$ cat src/bpu_pkg.sv
package bpu_pkg;

  // ~~~~~~~~~~~~~~~~~~~~~~~~~~~~~~~~~~~~~~~~~~~~~~~~~~~~~~~~~~~~~~~~~~~~~~~~~
  // widths shared by the predictor, the return stack and the resolver
  // ~~~~~~~~~~~~~~~~~~~~~~~~~~~~~~~~~~~~~~~~~~~~~~~~~~~~~~~~~~~~~~~~~~~~~~~~~

  // a pc or a branch target
  typedef logic [31:0] addr_t;

  // bit 0 selects a signed compare and bits 3..1 enable lt, eq and gt
  // all three enables set means the transfer is always taken
  typedef logic [3:0] cmp_type_t;

  // kind of control transfer the buffer remembers per entry
  typedef logic [1:0] target_type_t;

  // 2-bit saturating direction counter
  typedef logic [1:0] counter_t;

  // position of the signed select inside the compare code
  localparam int CMP_SIGNED_BIT = 0;

  // ~~~~~~~~~~~~~~~~~~~~~~~~~~~~~~~~~~~~~~~~~~~~~~~~~~~~~~~~~~~~~~~~~~~~~~~~~
  // target type encodings
  // ~~~~~~~~~~~~~~~~~~~~~~~~~~~~~~~~~~~~~~~~~~~~~~~~~~~~~~~~~~~~~~~~~~~~~~~~~

  localparam target_type_t TARGET_NPC    = 2'd0;
  localparam target_type_t TARGET_CALL   = 2'd1;
  localparam target_type_t TARGET_RETURN = 2'd2;
  localparam target_type_t TARGET_IMM    = 2'd3;

  // ~~~~~~~~~~~~~~~~~~~~~~~~~~~~~~~~~~~~~~~~~~~~~~~~~~~~~~~~~~~~~~~~~~~~~~~~~
  // counter states
  // ~~~~~~~~~~~~~~~~~~~~~~~~~~~~~~~~~~~~~~~~~~~~~~~~~~~~~~~~~~~~~~~~~~~~~~~~~

  localparam counter_t COUNTER_STRONG_NT = 2'd0;
  // a freshly allocated entry starts here
  localparam counter_t COUNTER_WEAK_NT   = 2'd1;
  // this value and above predict taken
  localparam counter_t COUNTER_WEAK_T    = 2'd2;
  localparam counter_t COUNTER_STRONG_T  = 2'd3;

endpackage

$ cat src/bpu_btb.sv
`timescale 1ns/1ps

module bpu_btb #(
  parameter int BTB_ENTRIES = 16
) (
  input  logic                  clk,
  input  logic                  reset_i,
  input  logic                  lookup_valid_i,
  input  bpu_pkg::addr_t        lookup_pc_i,
  input  bpu_pkg::addr_t        ras_top_i,
  input  logic                  upd_valid_i,
  input  bpu_pkg::addr_t        upd_pc_i,
  input  logic                  upd_taken_i,
  input  bpu_pkg::addr_t        upd_target_i,
  input  bpu_pkg::target_type_t upd_target_type_i,
  output logic                  pred_valid_o,
  output logic                  pred_taken_o,
  output bpu_pkg::addr_t        pred_target_o,
  output bpu_pkg::target_type_t pred_target_type_o,
  output logic                  ras_push_o,
  output logic                  ras_pop_o,
  output bpu_pkg::addr_t        ras_push_addr_o
);

  import bpu_pkg::*;

  localparam int IDX_W = $clog2(BTB_ENTRIES);
  localparam int TAG_W = 30 - IDX_W;

  logic [BTB_ENTRIES-1:0] entry_valid_q;
  logic [TAG_W-1:0]       tag_q    [BTB_ENTRIES];
  addr_t                  target_q [BTB_ENTRIES];
  target_type_t           type_q   [BTB_ENTRIES];
  counter_t               cnt_q    [BTB_ENTRIES];

  logic [IDX_W-1:0] lookup_idx;
  logic [TAG_W-1:0] lookup_tag;
  logic             lookup_hit;
  logic [IDX_W-1:0] upd_idx;
  logic [TAG_W-1:0] upd_tag;
  logic             upd_hit;
  counter_t         upd_cnt_base;
  counter_t         upd_cnt_next;

  logic         out_valid_q;
  target_type_t out_type_q;
  counter_t     out_cnt_q;
  addr_t        out_target_q;
  addr_t        out_pc_q;
  logic         out_taken;

  // pc bits 1..0 are always zero, the index sits right above them
  assign lookup_idx = lookup_pc_i[IDX_W+1:2];
  assign lookup_tag = lookup_pc_i[31:IDX_W+2];
  assign lookup_hit = entry_valid_q[lookup_idx] && (tag_q[lookup_idx] == lookup_tag);

  assign upd_idx = upd_pc_i[IDX_W+1:2];
  assign upd_tag = upd_pc_i[31:IDX_W+2];
  assign upd_hit = entry_valid_q[upd_idx] && (tag_q[upd_idx] == upd_tag);

  // ~~~~~~~~~~~~~~~~~~~~~~~~~~~~~~~~~~~~~~~~~~~~~~~~~~~~~~~~~~~~~~~~~~~~~~~~~
  // training
  // ~~~~~~~~~~~~~~~~~~~~~~~~~~~~~~~~~~~~~~~~~~~~~~~~~~~~~~~~~~~~~~~~~~~~~~~~~

  // a replaced or new entry restarts from weakly not taken before saturating
  always_comb begin
    upd_cnt_base = upd_hit ? cnt_q[upd_idx] : COUNTER_WEAK_NT;
    upd_cnt_next = upd_cnt_base;
    if (upd_taken_i) begin
      if (upd_cnt_base != COUNTER_STRONG_T) begin
        upd_cnt_next = upd_cnt_base + 2'd1;
      end
    end else if (upd_cnt_base != COUNTER_STRONG_NT) begin
      upd_cnt_next = upd_cnt_base - 2'd1;
    end
  end

  always_ff @(posedge clk) begin
    if (reset_i) begin
      entry_valid_q <= '0;
    end else if (upd_valid_i) begin
      entry_valid_q[upd_idx] <= 1'b1;
    end
  end

  always_ff @(posedge clk) begin
    if (upd_valid_i) begin
      tag_q[upd_idx]    <= upd_tag;
      target_q[upd_idx] <= upd_target_i;
      type_q[upd_idx]   <= upd_target_type_i;
      cnt_q[upd_idx]    <= upd_cnt_next;
    end
  end

  // ~~~~~~~~~~~~~~~~~~~~~~~~~~~~~~~~~~~~~~~~~~~~~~~~~~~~~~~~~~~~~~~~~~~~~~~~~
  // lookup stage
  // ~~~~~~~~~~~~~~~~~~~~~~~~~~~~~~~~~~~~~~~~~~~~~~~~~~~~~~~~~~~~~~~~~~~~~~~~~

  // a miss or an idle cycle registers the fall-through type
  always_ff @(posedge clk) begin
    if (reset_i) begin
      out_valid_q <= 1'b0;
      out_type_q  <= TARGET_NPC;
    end else begin
      out_valid_q <= lookup_valid_i;
      out_type_q  <= (lookup_valid_i && lookup_hit) ? type_q[lookup_idx] : TARGET_NPC;
    end
  end

  always_ff @(posedge clk) begin
    out_cnt_q    <= cnt_q[lookup_idx];
    out_target_q <= lookup_hit ? target_q[lookup_idx] : lookup_pc_i + 32'd4;
    out_pc_q     <= lookup_pc_i;
  end

  // only immediate branches consult the counter
  always_comb begin
    unique case (out_type_q)
      TARGET_CALL, TARGET_RETURN: out_taken = 1'b1;
      TARGET_IMM:                 out_taken = (out_cnt_q >= COUNTER_WEAK_T);
      default:                    out_taken = 1'b0;
    endcase
  end

  assign pred_valid_o       = out_valid_q;
  assign pred_taken_o       = out_taken;
  assign pred_target_type_o = out_type_q;
  assign pred_target_o      = (out_type_q == TARGET_RETURN) ? ras_top_i : out_target_q;

  // the stack moves in the same cycle the prediction leaves
  assign ras_push_o      = out_valid_q && (out_type_q == TARGET_CALL);
  assign ras_pop_o       = out_valid_q && (out_type_q == TARGET_RETURN);
  assign ras_push_addr_o = out_pc_q + 32'd4;

endmodule

$ cat src/bpu_ras.sv
`timescale 1ns/1ps

module bpu_ras #(
  parameter int RAS_DEPTH = 8
) (
  input  logic                         clk,
  input  logic                         reset_i,
  input  logic                         push_i,
  input  logic                         pop_i,
  input  bpu_pkg::addr_t               push_addr_i,
  input  logic                         restore_i,
  input  logic [$clog2(RAS_DEPTH)-1:0] restore_ptr_i,
  output bpu_pkg::addr_t               top_o,
  output logic [$clog2(RAS_DEPTH)-1:0] ptr_o
);

  import bpu_pkg::*;

  localparam int PTR_W = $clog2(RAS_DEPTH);

  addr_t            stack_q [RAS_DEPTH];
  logic [PTR_W-1:0] ptr_q;
  logic [PTR_W-1:0] ptr_spec;
  logic [PTR_W-1:0] top_idx;

  // the pointer names the next free slot, so the top is one below it
  assign top_idx = ptr_q - PTR_W'(1);
  assign top_o   = stack_q[top_idx];

  // pointer as seen by the prediction leaving this cycle
  always_comb begin
    ptr_spec = ptr_q;
    if (push_i) begin
      ptr_spec = ptr_q + PTR_W'(1);
    end else if (pop_i) begin
      ptr_spec = ptr_q - PTR_W'(1);
    end
  end

  assign ptr_o = ptr_spec;

  // a restore from the resolver overrides any speculative move
  always_ff @(posedge clk) begin
    if (reset_i) begin
      ptr_q <= '0;
    end else if (restore_i) begin
      ptr_q <= restore_ptr_i;
    end else begin
      ptr_q <= ptr_spec;
    end
  end

  // repair is pointer only and the stored addresses stay put
  always_ff @(posedge clk) begin
    if (push_i && !restore_i) begin
      stack_q[ptr_q] <= push_addr_i;
    end
  end

endmodule

$ cat src/branch_resolve.sv
`timescale 1ns/1ps

module branch_resolve #(
  parameter int RAS_DEPTH = 8
) (
  input  logic                         resolve_valid_i,
  input  bpu_pkg::addr_t               resolve_pc_i,
  input  bpu_pkg::addr_t               resolve_target_i,
  input  bpu_pkg::target_type_t        resolve_target_type_i,
  input  bpu_pkg::cmp_type_t           resolve_cmp_type_i,
  input  logic [31:0]                  resolve_rs1_i,
  input  logic [31:0]                  resolve_rs2_i,
  input  logic                         resolve_pred_taken_i,
  input  bpu_pkg::addr_t               resolve_pred_target_i,
  input  logic [$clog2(RAS_DEPTH)-1:0] resolve_pred_ras_ptr_i,
  output logic                         redirect_o,
  output bpu_pkg::addr_t               redirect_pc_o,
  output logic                         upd_valid_o,
  output logic                         upd_taken_o,
  output bpu_pkg::addr_t               upd_pc_o,
  output bpu_pkg::addr_t               upd_target_o,
  output bpu_pkg::target_type_t        upd_target_type_o,
  output logic                         ras_restore_o,
  output logic [$clog2(RAS_DEPTH)-1:0] ras_restore_ptr_o
);

  import bpu_pkg::*;

  localparam int PTR_W = $clog2(RAS_DEPTH);

  logic        ext_bit1;
  logic        ext_bit2;
  logic [32:0] rs1_ext;
  logic [32:0] rs2_ext;
  logic [3:1]  cmp_hit;
  logic        true_taken;
  logic        dir_miss;
  logic        target_miss;
  logic        mispredict;
  addr_t       next_pc;

  // ~~~~~~~~~~~~~~~~~~~~~~~~~~~~~~~~~~~~~~~~~~~~~~~~~~~~~~~~~~~~~~~~~~~~~~~~~
  // direction
  // ~~~~~~~~~~~~~~~~~~~~~~~~~~~~~~~~~~~~~~~~~~~~~~~~~~~~~~~~~~~~~~~~~~~~~~~~~

  // flipping the sign bit into a 33rd bit lets one unsigned compare serve both
  assign ext_bit1 = ~resolve_rs1_i[31] & resolve_cmp_type_i[CMP_SIGNED_BIT];
  assign ext_bit2 = ~resolve_rs2_i[31] & resolve_cmp_type_i[CMP_SIGNED_BIT];
  assign rs1_ext  = {ext_bit1, resolve_rs1_i};
  assign rs2_ext  = {ext_bit2, resolve_rs2_i};

  // bit 3 is rs1 < rs2, bit 2 equal, bit 1 rs1 > rs2
  assign cmp_hit[3] = rs1_ext < rs2_ext;
  assign cmp_hit[2] = rs1_ext == rs2_ext;
  assign cmp_hit[1] = rs1_ext > rs2_ext;

  assign true_taken = |(cmp_hit & resolve_cmp_type_i[3:1]);
  assign next_pc    = true_taken ? resolve_target_i : resolve_pc_i + 32'd4;

  // ~~~~~~~~~~~~~~~~~~~~~~~~~~~~~~~~~~~~~~~~~~~~~~~~~~~~~~~~~~~~~~~~~~~~~~~~~
  // misprediction and training
  // ~~~~~~~~~~~~~~~~~~~~~~~~~~~~~~~~~~~~~~~~~~~~~~~~~~~~~~~~~~~~~~~~~~~~~~~~~

  assign dir_miss    = resolve_pred_taken_i != true_taken;
  assign target_miss = resolve_pred_taken_i && true_taken &&
                       (resolve_pred_target_i != resolve_target_i);
  assign mispredict  = resolve_valid_i && (dir_miss || target_miss);

  assign redirect_o    = mispredict;
  assign redirect_pc_o = next_pc;

  assign upd_valid_o       = resolve_valid_i && (resolve_target_type_i != TARGET_NPC);
  assign upd_taken_o       = true_taken;
  assign upd_pc_o          = resolve_pc_i;
  assign upd_target_o      = resolve_target_i;
  assign upd_target_type_o = resolve_target_type_i;

  // the corrected pointer accounts for this instruction's own push or pop
  always_comb begin
    ras_restore_ptr_o = resolve_pred_ras_ptr_i;
    if (resolve_target_type_i == TARGET_CALL) begin
      ras_restore_ptr_o = resolve_pred_ras_ptr_i + PTR_W'(1);
    end else if (resolve_target_type_i == TARGET_RETURN) begin
      ras_restore_ptr_o = resolve_pred_ras_ptr_i - PTR_W'(1);
    end
  end

  assign ras_restore_o = mispredict;

endmodule

$ cat src/branch_unit_top.sv
`timescale 1ns/1ps

module branch_unit_top #(
  parameter int BTB_ENTRIES = 16,
  parameter int RAS_DEPTH   = 8
) (
  input  logic                         clk,
  input  logic                         reset_i,
  input  logic                         lookup_valid_i,
  input  bpu_pkg::addr_t               lookup_pc_i,
  input  logic                         resolve_valid_i,
  input  bpu_pkg::addr_t               resolve_pc_i,
  input  bpu_pkg::addr_t               resolve_target_i,
  input  bpu_pkg::target_type_t        resolve_target_type_i,
  input  bpu_pkg::cmp_type_t           resolve_cmp_type_i,
  input  logic [31:0]                  resolve_rs1_i,
  input  logic [31:0]                  resolve_rs2_i,
  input  logic                         resolve_pred_taken_i,
  input  bpu_pkg::addr_t               resolve_pred_target_i,
  input  logic [$clog2(RAS_DEPTH)-1:0] resolve_pred_ras_ptr_i,
  output logic                         pred_valid_o,
  output logic                         pred_taken_o,
  output bpu_pkg::addr_t               pred_target_o,
  output bpu_pkg::target_type_t        pred_target_type_o,
  output logic [$clog2(RAS_DEPTH)-1:0] pred_ras_ptr_o,
  output logic                         redirect_o,
  output bpu_pkg::addr_t               redirect_pc_o
);

  import bpu_pkg::*;

  localparam int PTR_W = $clog2(RAS_DEPTH);

  // prediction side to the stack
  logic             ras_push;
  logic             ras_pop;
  addr_t            ras_push_addr;
  addr_t            ras_top;
  // resolver feedback
  logic             upd_valid;
  logic             upd_taken;
  addr_t            upd_pc;
  addr_t            upd_target;
  target_type_t     upd_target_type;
  logic             ras_restore;
  logic [PTR_W-1:0] ras_restore_ptr;

  bpu_btb #(.BTB_ENTRIES(BTB_ENTRIES)) btb0 (
    .clk, .reset_i, .lookup_valid_i, .lookup_pc_i,
    .ras_top_i(ras_top), .upd_valid_i(upd_valid), .upd_pc_i(upd_pc),
    .upd_taken_i(upd_taken), .upd_target_i(upd_target),
    .upd_target_type_i(upd_target_type),
    .pred_valid_o, .pred_taken_o, .pred_target_o, .pred_target_type_o,
    .ras_push_o(ras_push), .ras_pop_o(ras_pop), .ras_push_addr_o(ras_push_addr)
  );

  bpu_ras #(.RAS_DEPTH(RAS_DEPTH)) ras0 (
    .clk, .reset_i, .push_i(ras_push), .pop_i(ras_pop), .push_addr_i(ras_push_addr),
    .restore_i(ras_restore), .restore_ptr_i(ras_restore_ptr),
    .top_o(ras_top), .ptr_o(pred_ras_ptr_o)
  );

  branch_resolve #(.RAS_DEPTH(RAS_DEPTH)) resolve0 (
    .resolve_valid_i, .resolve_pc_i, .resolve_target_i, .resolve_target_type_i,
    .resolve_cmp_type_i, .resolve_rs1_i, .resolve_rs2_i, .resolve_pred_taken_i,
    .resolve_pred_target_i, .resolve_pred_ras_ptr_i, .redirect_o, .redirect_pc_o,
    .upd_valid_o(upd_valid), .upd_taken_o(upd_taken), .upd_pc_o(upd_pc),
    .upd_target_o(upd_target), .upd_target_type_o(upd_target_type),
    .ras_restore_o(ras_restore), .ras_restore_ptr_o(ras_restore_ptr)
  );

endmodule

$ cat config.mk
export PLATFORM = sky130hd
export DESIGN_NAME = branch_unit_top
export DESIGN_NICKNAME = d
export VERILOG_FILES = /design/src/bpu_pkg.sv /design/src/bpu_btb.sv /design/src/bpu_ras.sv /design/src/branch_resolve.sv /design/src/branch_unit_top.sv
export SDC_FILE = /design/constraint.sdc
export NUM_CORES = 2
export LEC_CHECK = 0
export ABC_CLOCK_PERIOD_IN_PS = 13400
export BUFFER_PORTS_ARGS = -buffer_cell sky130_fd_sc_hd__buf_2
export CAP_MARGIN = 20
export CORE_MARGIN = 4
export CORE_UTILIZATION = 65
export CTS_CLUSTER_DIAMETER = 150
export DETAILED_ROUTE_END_ITERATION = 12
export PLACE_DENSITY = 0.84
export SYNTH_ARGS = -nofsm -noshare
export SYNTH_HDL_FRONTEND = slang
export SYNTH_SLANG_ARGS = --single-unit
$ cat constraint.sdc
create_clock -name clk -period 13.4 [get_ports clk]
set_input_delay 2.68 -clock clk [delete_from_list [all_inputs] [get_ports clk]]
set_output_delay 2.68 -clock clk [all_outputs]
set_load 0.005 [all_outputs]
### After elaboration in Yosys (flattened, before gate mapping)

Memory sizes are Yosys's and may differ from the RTL's. A register that Yosys moved wholly into a read port is not among the register bits.
Cells that the tools add are included.

| word-level totals | value |
|---|---|
| bits in registers | 84 |
| RAM bits | 1248 |
| logic and storage cells | 84 |
| memories | 5 |

Memory list:

| memory | words | bits a word | read ports | clocked after memory_dff | write ports | RTL line | text |
|---|---|---|---|---|---|---|---|
| btb0.target_q | 16 | 32 | 1 | 0 | 1 | bpu_btb.sv:32 | `addr_t target_q [BTB_ENTRIES];` |
| btb0.tag_q | 16 | 26 | 2 | 0 | 1 | bpu_btb.sv:31 | `logic [TAG_W-1:0] tag_q [BTB_ENTRIES];` |
| ras0.stack_q | 8 | 32 | 1 | 0 | 1 | bpu_ras.sv:21 | `addr_t stack_q [RAS_DEPTH];` |
| btb0.cnt_q | 16 | 2 | 2 | 1 | 1 | bpu_btb.sv:34 | `counter_t cnt_q [BTB_ENTRIES];` |
| btb0.type_q | 16 | 2 | 1 | 1 | 1 | bpu_btb.sv:33 | `target_type_t type_q [BTB_ENTRIES];` |

| operators by class | value |
|---|---|
| add/sub/neg operators | 9 |
| magnitude comparators | 6 |
| eq/ne operators | 11 |
| muxes and demuxes | 23 |
| bitwise gates (word level) | 7 |
| reduce and logical (&&, ||, !) cells | 18 |

Operators with widths:

| cell | number |
|---|---|
| $add A32 B3 Y32 const B | 3 |
| $mux W32 | 3 |
| $eq A26 B26 Y1 | 2 |
| $eq A33 B33 Y1 | 1 |
| $gt A33 B33 Y1 | 1 |
| $lt A33 B33 Y1 | 1 |
| $ne A32 B32 Y1 | 1 |
| $or A16 B16 Y16 | 1 |
| $mux W3 | 5 |
| $logic_and A1 B1 Y1 | 11 |
| $lt A4 B5 Y1 const B | 2 |
| $bmux W1 S4 | 2 |
| $mux W2 | 4 |
| $mux W1 | 7 |
| $add A3 B1 Y3 const B | 2 |
| $eq A2 B2 Y1 const B | 3 |
| $sub A3 B1 Y3 const B | 2 |
| $demux W1 S4 | 1 |
| $eq A2 B1 Y1 const B | 2 |
| $ge A4 B1 Y1 const B | 1 |
| $reduce_bool A2 Y1 | 2 |
| $reduce_or A2 Y1 | 2 |
| $and A3 B3 Y3 | 1 |
| $not A1 Y1 | 3 |
| other kinds (10) | 11 |

### Logic depth before layout (Yosys ltp)

| depth | value |
|---|---|
| word-level depth | 13 |
| mapped depth | 17 |

### Cells and area by module

Synthesis repeated with hierarchy kept, for this count alone.

| second synthesis, totals | value |
|---|---|
| cell total of the unflattened synthesis | 3204 |
| area total of the unflattened synthesis | 59619.7 um^2 |

Modules (own cells, without submodules):

| module | instances | cells an instance | area an instance (um^2) |
|---|---|---|---|
| bpu_btb | 1 | 2429 | 46578.4 |
| bpu_ras | 1 | 415 | 10182.3 |
| branch_resolve | 1 | 360 | 2859.0 |

### Worst setup path before layout

No wires, ideal clock.

| path | value |
|---|---|
| kind | input port to flip-flop |
| start | input resolve_pc_i[2] |
| end | memory btb0.cnt_q[0][0] (netlist bit) (enable) |
| library setup time | 0.561 ns |
| arrival | 8.362 ns |
| data required time | 12.839 ns |
| setup slack | 4.477 ns |
| stages | 10 |
| path through | buf_4 buf_4 buf_4 buf_4 buf_4 buf_2 inv_1 ha_1 nand2_1 nor3_1 |

RTL lines:

| element | RTL line | text |
|---|---|---|
| start: declaration | branch_unit_top.sv:12 | `input bpu_pkg::addr_t resolve_pc_i,` |
| end: declaration | bpu_btb.sv:34 |  |

Straight into the memory's write port.

### Worst setup path in the final report

| path | value |
|---|---|
| start | input resolve_rs1_i[14] |
| end | output redirect_o |

| on the way | value |
|---|---|
| word-level cells in the longest chain between the ends | 7 |
| elaborated cells between the ends (all ways) | 10 |

RTL lines:

| element | RTL line | text |
|---|---|---|
| start: declaration | branch_unit_top.sv:16 | `input logic [31:0] resolve_rs1_i,` |
| $gt A33 B33 Y1, or another cell as far along | branch_resolve.sv:55 | `assign cmp_hit[1] = rs1_ext > rs2_ext;` |
| $and A3 B3 Y3 * | branch_resolve.sv:57 | `assign true_taken = \|(cmp_hit & resolve_cmp_type_i[3:1]);` |
| $reduce_or A3 Y1 * | branch_resolve.sv:57 |  |
| $logic_and A1 B1 Y1 (2 in series) | branch_resolve.sv:65 | `assign target_miss = resolve_pred_taken_i && true_taken &&` |
| $logic_or A1 B1 Y1 * | branch_resolve.sv:67 | `assign mispredict = resolve_valid_i && (dir_miss \|\| target_miss);` |
| $logic_and A1 B1 Y1 * | branch_resolve.sv:67 |  |
| end: declaration | branch_unit_top.sv:26 | `output logic redirect_o,` |

Mark *: on every way between the ends. The rest lies on a longest branch, timed or not.

==> flow_results.org <==
** Run status
- The run finished with clean final reports.

** Flow run
- Across the run, the number of max-cap violations was 0.

** Worst setup path
- Largest stage delay on the critical path :: 0.87 ns
- Worst Reg2Reg Path Length in Cells :: 7
- STA classifies the critical path startpoint as an input pin.
- CP Cell Sequence :: buf_2, ha_1, a21o_1, a21o_1, a21o_1, a221oi_1, a41oi_2, nor2_2, inv_1, ha_1, a21boi_0, o21ai_1, inv_1, buf_2
- Data on the critical path arrives at its endpoint at 7.51 ns.
- The endpoint identified for the worst register-to-register timing path is btb0.cnt_q[10][0].
- CP dominant cell by count :: sky130_fd_sc_hd__a21o_1
- In this run the worst path has a maximum fanout of 19.
- STA classifies the critical path endpoint as an output pin.
- Slack of the worst reg-to-reg path :: 9.07 ns
- By startpoint and endpoint, the worst setup path is classified as in2out.
- At the worst endpoint, the required time is 10.72 ns.
- Max stage delay cell, worst path :: sky130_fd_sc_hd__nor2_2
- Startpoint of the worst register-to-register path :: btb0.tag_q[7][19]

** Detailed routing
- The first routing iteration left 5,838 violations.
- Average routed wire per standard cell :: 35.6 µm
- Routed via count :: 34,300
- The routed design has 167,000 µm of wire.
- For this run, design rule violations remaining after detail routing come to 0.
- The first detailed-routing pass took 9 iterations.
- In the routed layout, each cell is associated on average with a via count of 7.29.
- Antenna Violating Nets Remaining :: 0

** CTS
- The H-tree was split into 4 levels.
- The later pin in the worst-skew pair is clocked with a latency of 0.75 ns.
- The clock net in this run drives a total of 1,335 sinks.
- TritonCTS built the clock tree.
- Largest buffer count on any clock path :: 3
- Clock tree synthesis inserted a total of 133 buffers.
- After clock tree synthesis, the flow added hold-fix buffers numbering 0.
- Post-CTS sizing :: 0
- Clock-pin slew was measured on the worst setup and hold paths at 0.05 ns.
- After clock tree synthesis, the setup repair step added 0 buffers.
- CTS Root Cell :: sky130_fd_sc_hd__clkbuf_16

** Finish
- In the final layout, the share of cells above drive strength 1 is 0.306.
- The library cells used most frequently in the layout, excluding fill and tap cells, are sky130_fd_sc_hd__edfxtp_1 (1,248), sky130_fd_sc_hd__mux4_2 (432), sky130_fd_sc_hd__buf_2 (271).
- The final layout contains 3,664 nets.
- Final instance area :: 0.0651 mm²
- From synthesis to final layout, the design area changed by 11.9%.
- The library cell used most frequently in the layout, excluding fill and tap cells, is sky130_fd_sc_hd__edfxtp_1.

** Logic synthesis
- Distinct cell type count after synthesis :: 70
- After synthesis, the share of flip-flops with an asynchronous set or reset is 0.
- In the post-synthesis netlist, the biggest area contributors are sky130_fd_sc_hd__edfxtp_1 (64%), sky130_fd_sc_hd__mux4_2 (17%), sky130_fd_sc_hd__dfxtp_1 (3.0%).
- Cells after synthesis :: 3,121
- Counting flops with a built-in enable in the synthesized netlist gives 1,248.
- Flip-flop and latch count after synthesis :: 1,335
- During synthesis, Yosys emitted a total of 0 warnings.
- When the netlist entered floorplanning its net count stood at 3,375.
- Library cell with the largest summed area after synthesis :: sky130_fd_sc_hd__edfxtp_1
- Among all flip-flop cells after synthesis, the most frequent one is sky130_fd_sc_hd__edfxtp_1.
- Share of Yosys cell area claimed by the top area cell type :: 0.644
- After synthesis the cells add up to 0.0582 mm².
- After synthesis, the mean cell area works out to 18.7 µm².
- Portion of the post-synthesis area used by sequential elements :: 0.674

** Placement
- At the placement stage, the worst setup path has a slack of 3.42 ns.
- Hpwl dp :: 100,000 µm
- In this run the cell area measured after placement is 0.0609 mm².
- Port-buffer cells :: 277
- At the end of routability-driven placement, the weighted congestion stood at 0.934.

** Min path
- The worst hold path begins at btb0.entry_valid_q[10].
- The worst hold path terminates at btb0.entry_valid_q[10].
- The tightest min-delay check is of the reg2reg type.
- Worst hold path cell count :: 2

** Global route
- For this run, the total global-route usage over all layers was measured as 0.358.
- Fraction of met1 tracks used by global routing :: 0.446
- Global-route wire length before repair :: 241,000 µm
- Initial antenna violation count :: 23
- met2 is the most crowded layer.
- In the global route stage, met2 resource usage came out at 0.574.
- Met3 demand-to-capacity share in global routing :: 0.105
- Summed over all layers, the global routing overflow is 0.
- Entering global routing, the biggest net connects 113 pins.
- Vias in the first global route :: 34,800

** Pwr
- The share of total power dissipated in combinational logic is 0.093.
- Switching Share :: 0.233
- Part of the power in the clock network :: 0.396
- Power dissipated by switching net loads :: 2130 µW
- Power consumption :: 9130 µW
- Across the VDD grid, the largest voltage drop is 132 µV.
- Sequential cell fraction of total power :: 0.510
- Internal power :: 7010 µW
- For this design the static power due to leakage is 0.0218 µW.
- In this run the power density over the cells is 140 mW/mm².

** Floorplanning
- Cell Rows :: 109
- Width of the die :: 307 µm
- Effective utilization at floorplan :: 0.657
- During I/O placement, the number of pins put on the boundary was 278.
- Core footprint :: 0.0886 mm²
- Overall die area :: 0.0944 mm²
- Height of the chip :: 307 µm

** STA
- Number of hold violations in the final report :: 0
- Share of the clock period used by the worst path :: 0.761
- Highest clock frequency the design can meet :: 98.1 MHz
- Setup slack on the critical path of the routed design comes to 3.21 ns.
- Setup violations remaining at the end of the flow were counted as 0.
- Relative slew slack :: 0.163
- Setup repair after global routing left no endpoint under its margin.
- Worst-margin pin slew :: 1.25 ns
- The worst path in the final design needs a cycle of 10.19 ns, including I/O delays and setup.
- After routing, the total negative slack on setup checks comes to 0 ns.
- Clock Skew :: 0.0331 ns
- The tightest hold path in the finished design has a slack of 0.504 ns.
- The max-slew violation count is 0.
sequential cells by signal (all words and copies together) (netlist names), 2 cells and up:
signal / cells
ras0.ptr_q: 3
btb0.target_q: 512
btb0.tag_q: 416
btb0.out_pc_q: 32
btb0.cnt_q: 32
btb0.out_target_q: 32
btb0.entry_valid_q: 16
btb0.type_q: 32
ras0.stack_q: 256
btb0.pred_target_type_o: 2
cell type report:
cell class	instances	area, µm²
clock buffers	178	3630
repair buffers	334	1870
clock inverters	63	547
well taps	1165	1460
flip-flops and latches	1335	39200
fillers	4871	23500
diodes	21	52.6
multi-input cells	1533	18100
inverters	73	274
routing by layer:
metal,up-vias,wire length [µm]
li1,13400,-
met1,17400,53500
met2,2859,81600
met3,672,21700
met4,8,10600
met5,-,45
worst max path at each step:
stage               slack (ns)               end             startpoint  cells past startpoint
finish                    3.21        redirect_o      resolve_rs1_i[14]                     14
global route              2.87        redirect_o  resolve_cmp_type_i[0]                     15
CTS                       3.35        redirect_o      resolve_rs1_i[14]                     14
detailed placement        3.42        redirect_o      resolve_rs1_i[14]                     14
global placement          3.71        redirect_o      resolve_rs1_i[14]                     14
floorplan                 4.48  btb0.cnt_q[0][0]        resolve_pc_i[2]                     10
kinds of logic after synthesis:
| family | synth area share |
|---|---|
| xor gates and xnor gates | 0.0259 |
| adders and majority gates | 0.0103 |
| muxes | 0.207 |
| buffers and inverters | 0.0193 |
| DFF | 0.674 |
| AOI/OAI and AO/OA | 0.0302 |
| and+or+nand+nor | 0.0340 |
critical path: cells and delay by family:
| family | cells | cell delay, ns |
|---|---|---|
| compound gates | 7 | 2.35 |
| simple gates | 1 | 0.87 |
| buf+inv | 4 | 0.96 |
| fa+ha+maj | 2 | 0.63 |
metrics by stage:
stage / cells / util
floorplan: 3121 / -
global placement: 4440 / 0.687
detailed placement: 4440 / 0.687
CTS: 4681 / 0.734
global route: 4689 / 0.734
finish: 4702 / 0.735
cells in the mapped netlist (13+ instances only):
cell and instances:
sky130_fd_sc_hd__nor3_1 31, sky130_fd_sc_hd__o22ai_1 22, sky130_fd_sc_hd__buf_1 44, sky130_fd_sc_hd__nor2b_1 19, sky130_fd_sc_hd__mux4_2 432, sky130_fd_sc_hd__clkbuf_1 77, sky130_fd_sc_hd__edfxtp_1 1248, sky130_fd_sc_hd__mux2i_1 137
sky130_fd_sc_hd__nand4_1 43, sky130_fd_sc_hd__a22oi_1 17, sky130_fd_sc_hd__nand3_1 27, sky130_fd_sc_hd__dfxtp_1 87, sky130_fd_sc_hd__a221oi_1 14, sky130_fd_sc_hd__mux2_4 27, sky130_fd_sc_hd__xnor2_1 131, sky130_fd_sc_hd__nand2b_1 14
sky130_fd_sc_hd__xor2_1 41, sky130_fd_sc_hd__buf_2 31, sky130_fd_sc_hd__buf_4 20, sky130_fd_sc_hd__nand2_1 78, sky130_fd_sc_hd__a21oi_1 54, sky130_fd_sc_hd__mux2_2 46, sky130_fd_sc_hd__nor4_1 13, sky130_fd_sc_hd__ha_1 48
sky130_fd_sc_hd__inv_1 71, sky130_fd_sc_hd__a21o_1 16, sky130_fd_sc_hd__nor2_1 144, sky130_fd_sc_hd__o21ai_0 55
power by group through the flow:
stage          registers [µW]  clock network (µW)  logic (µW)
2_1_floorplan            4730                   0         517
3_3_place_gp             4740                   0         803
3_5_place_dp             4750                   0         827
4_1_cts                  4660                3630         838
5_1_grt                  4670                3830         888
6_report                 4660                3620         851
No activity file was read; power rests on OpenSTA's default activity.
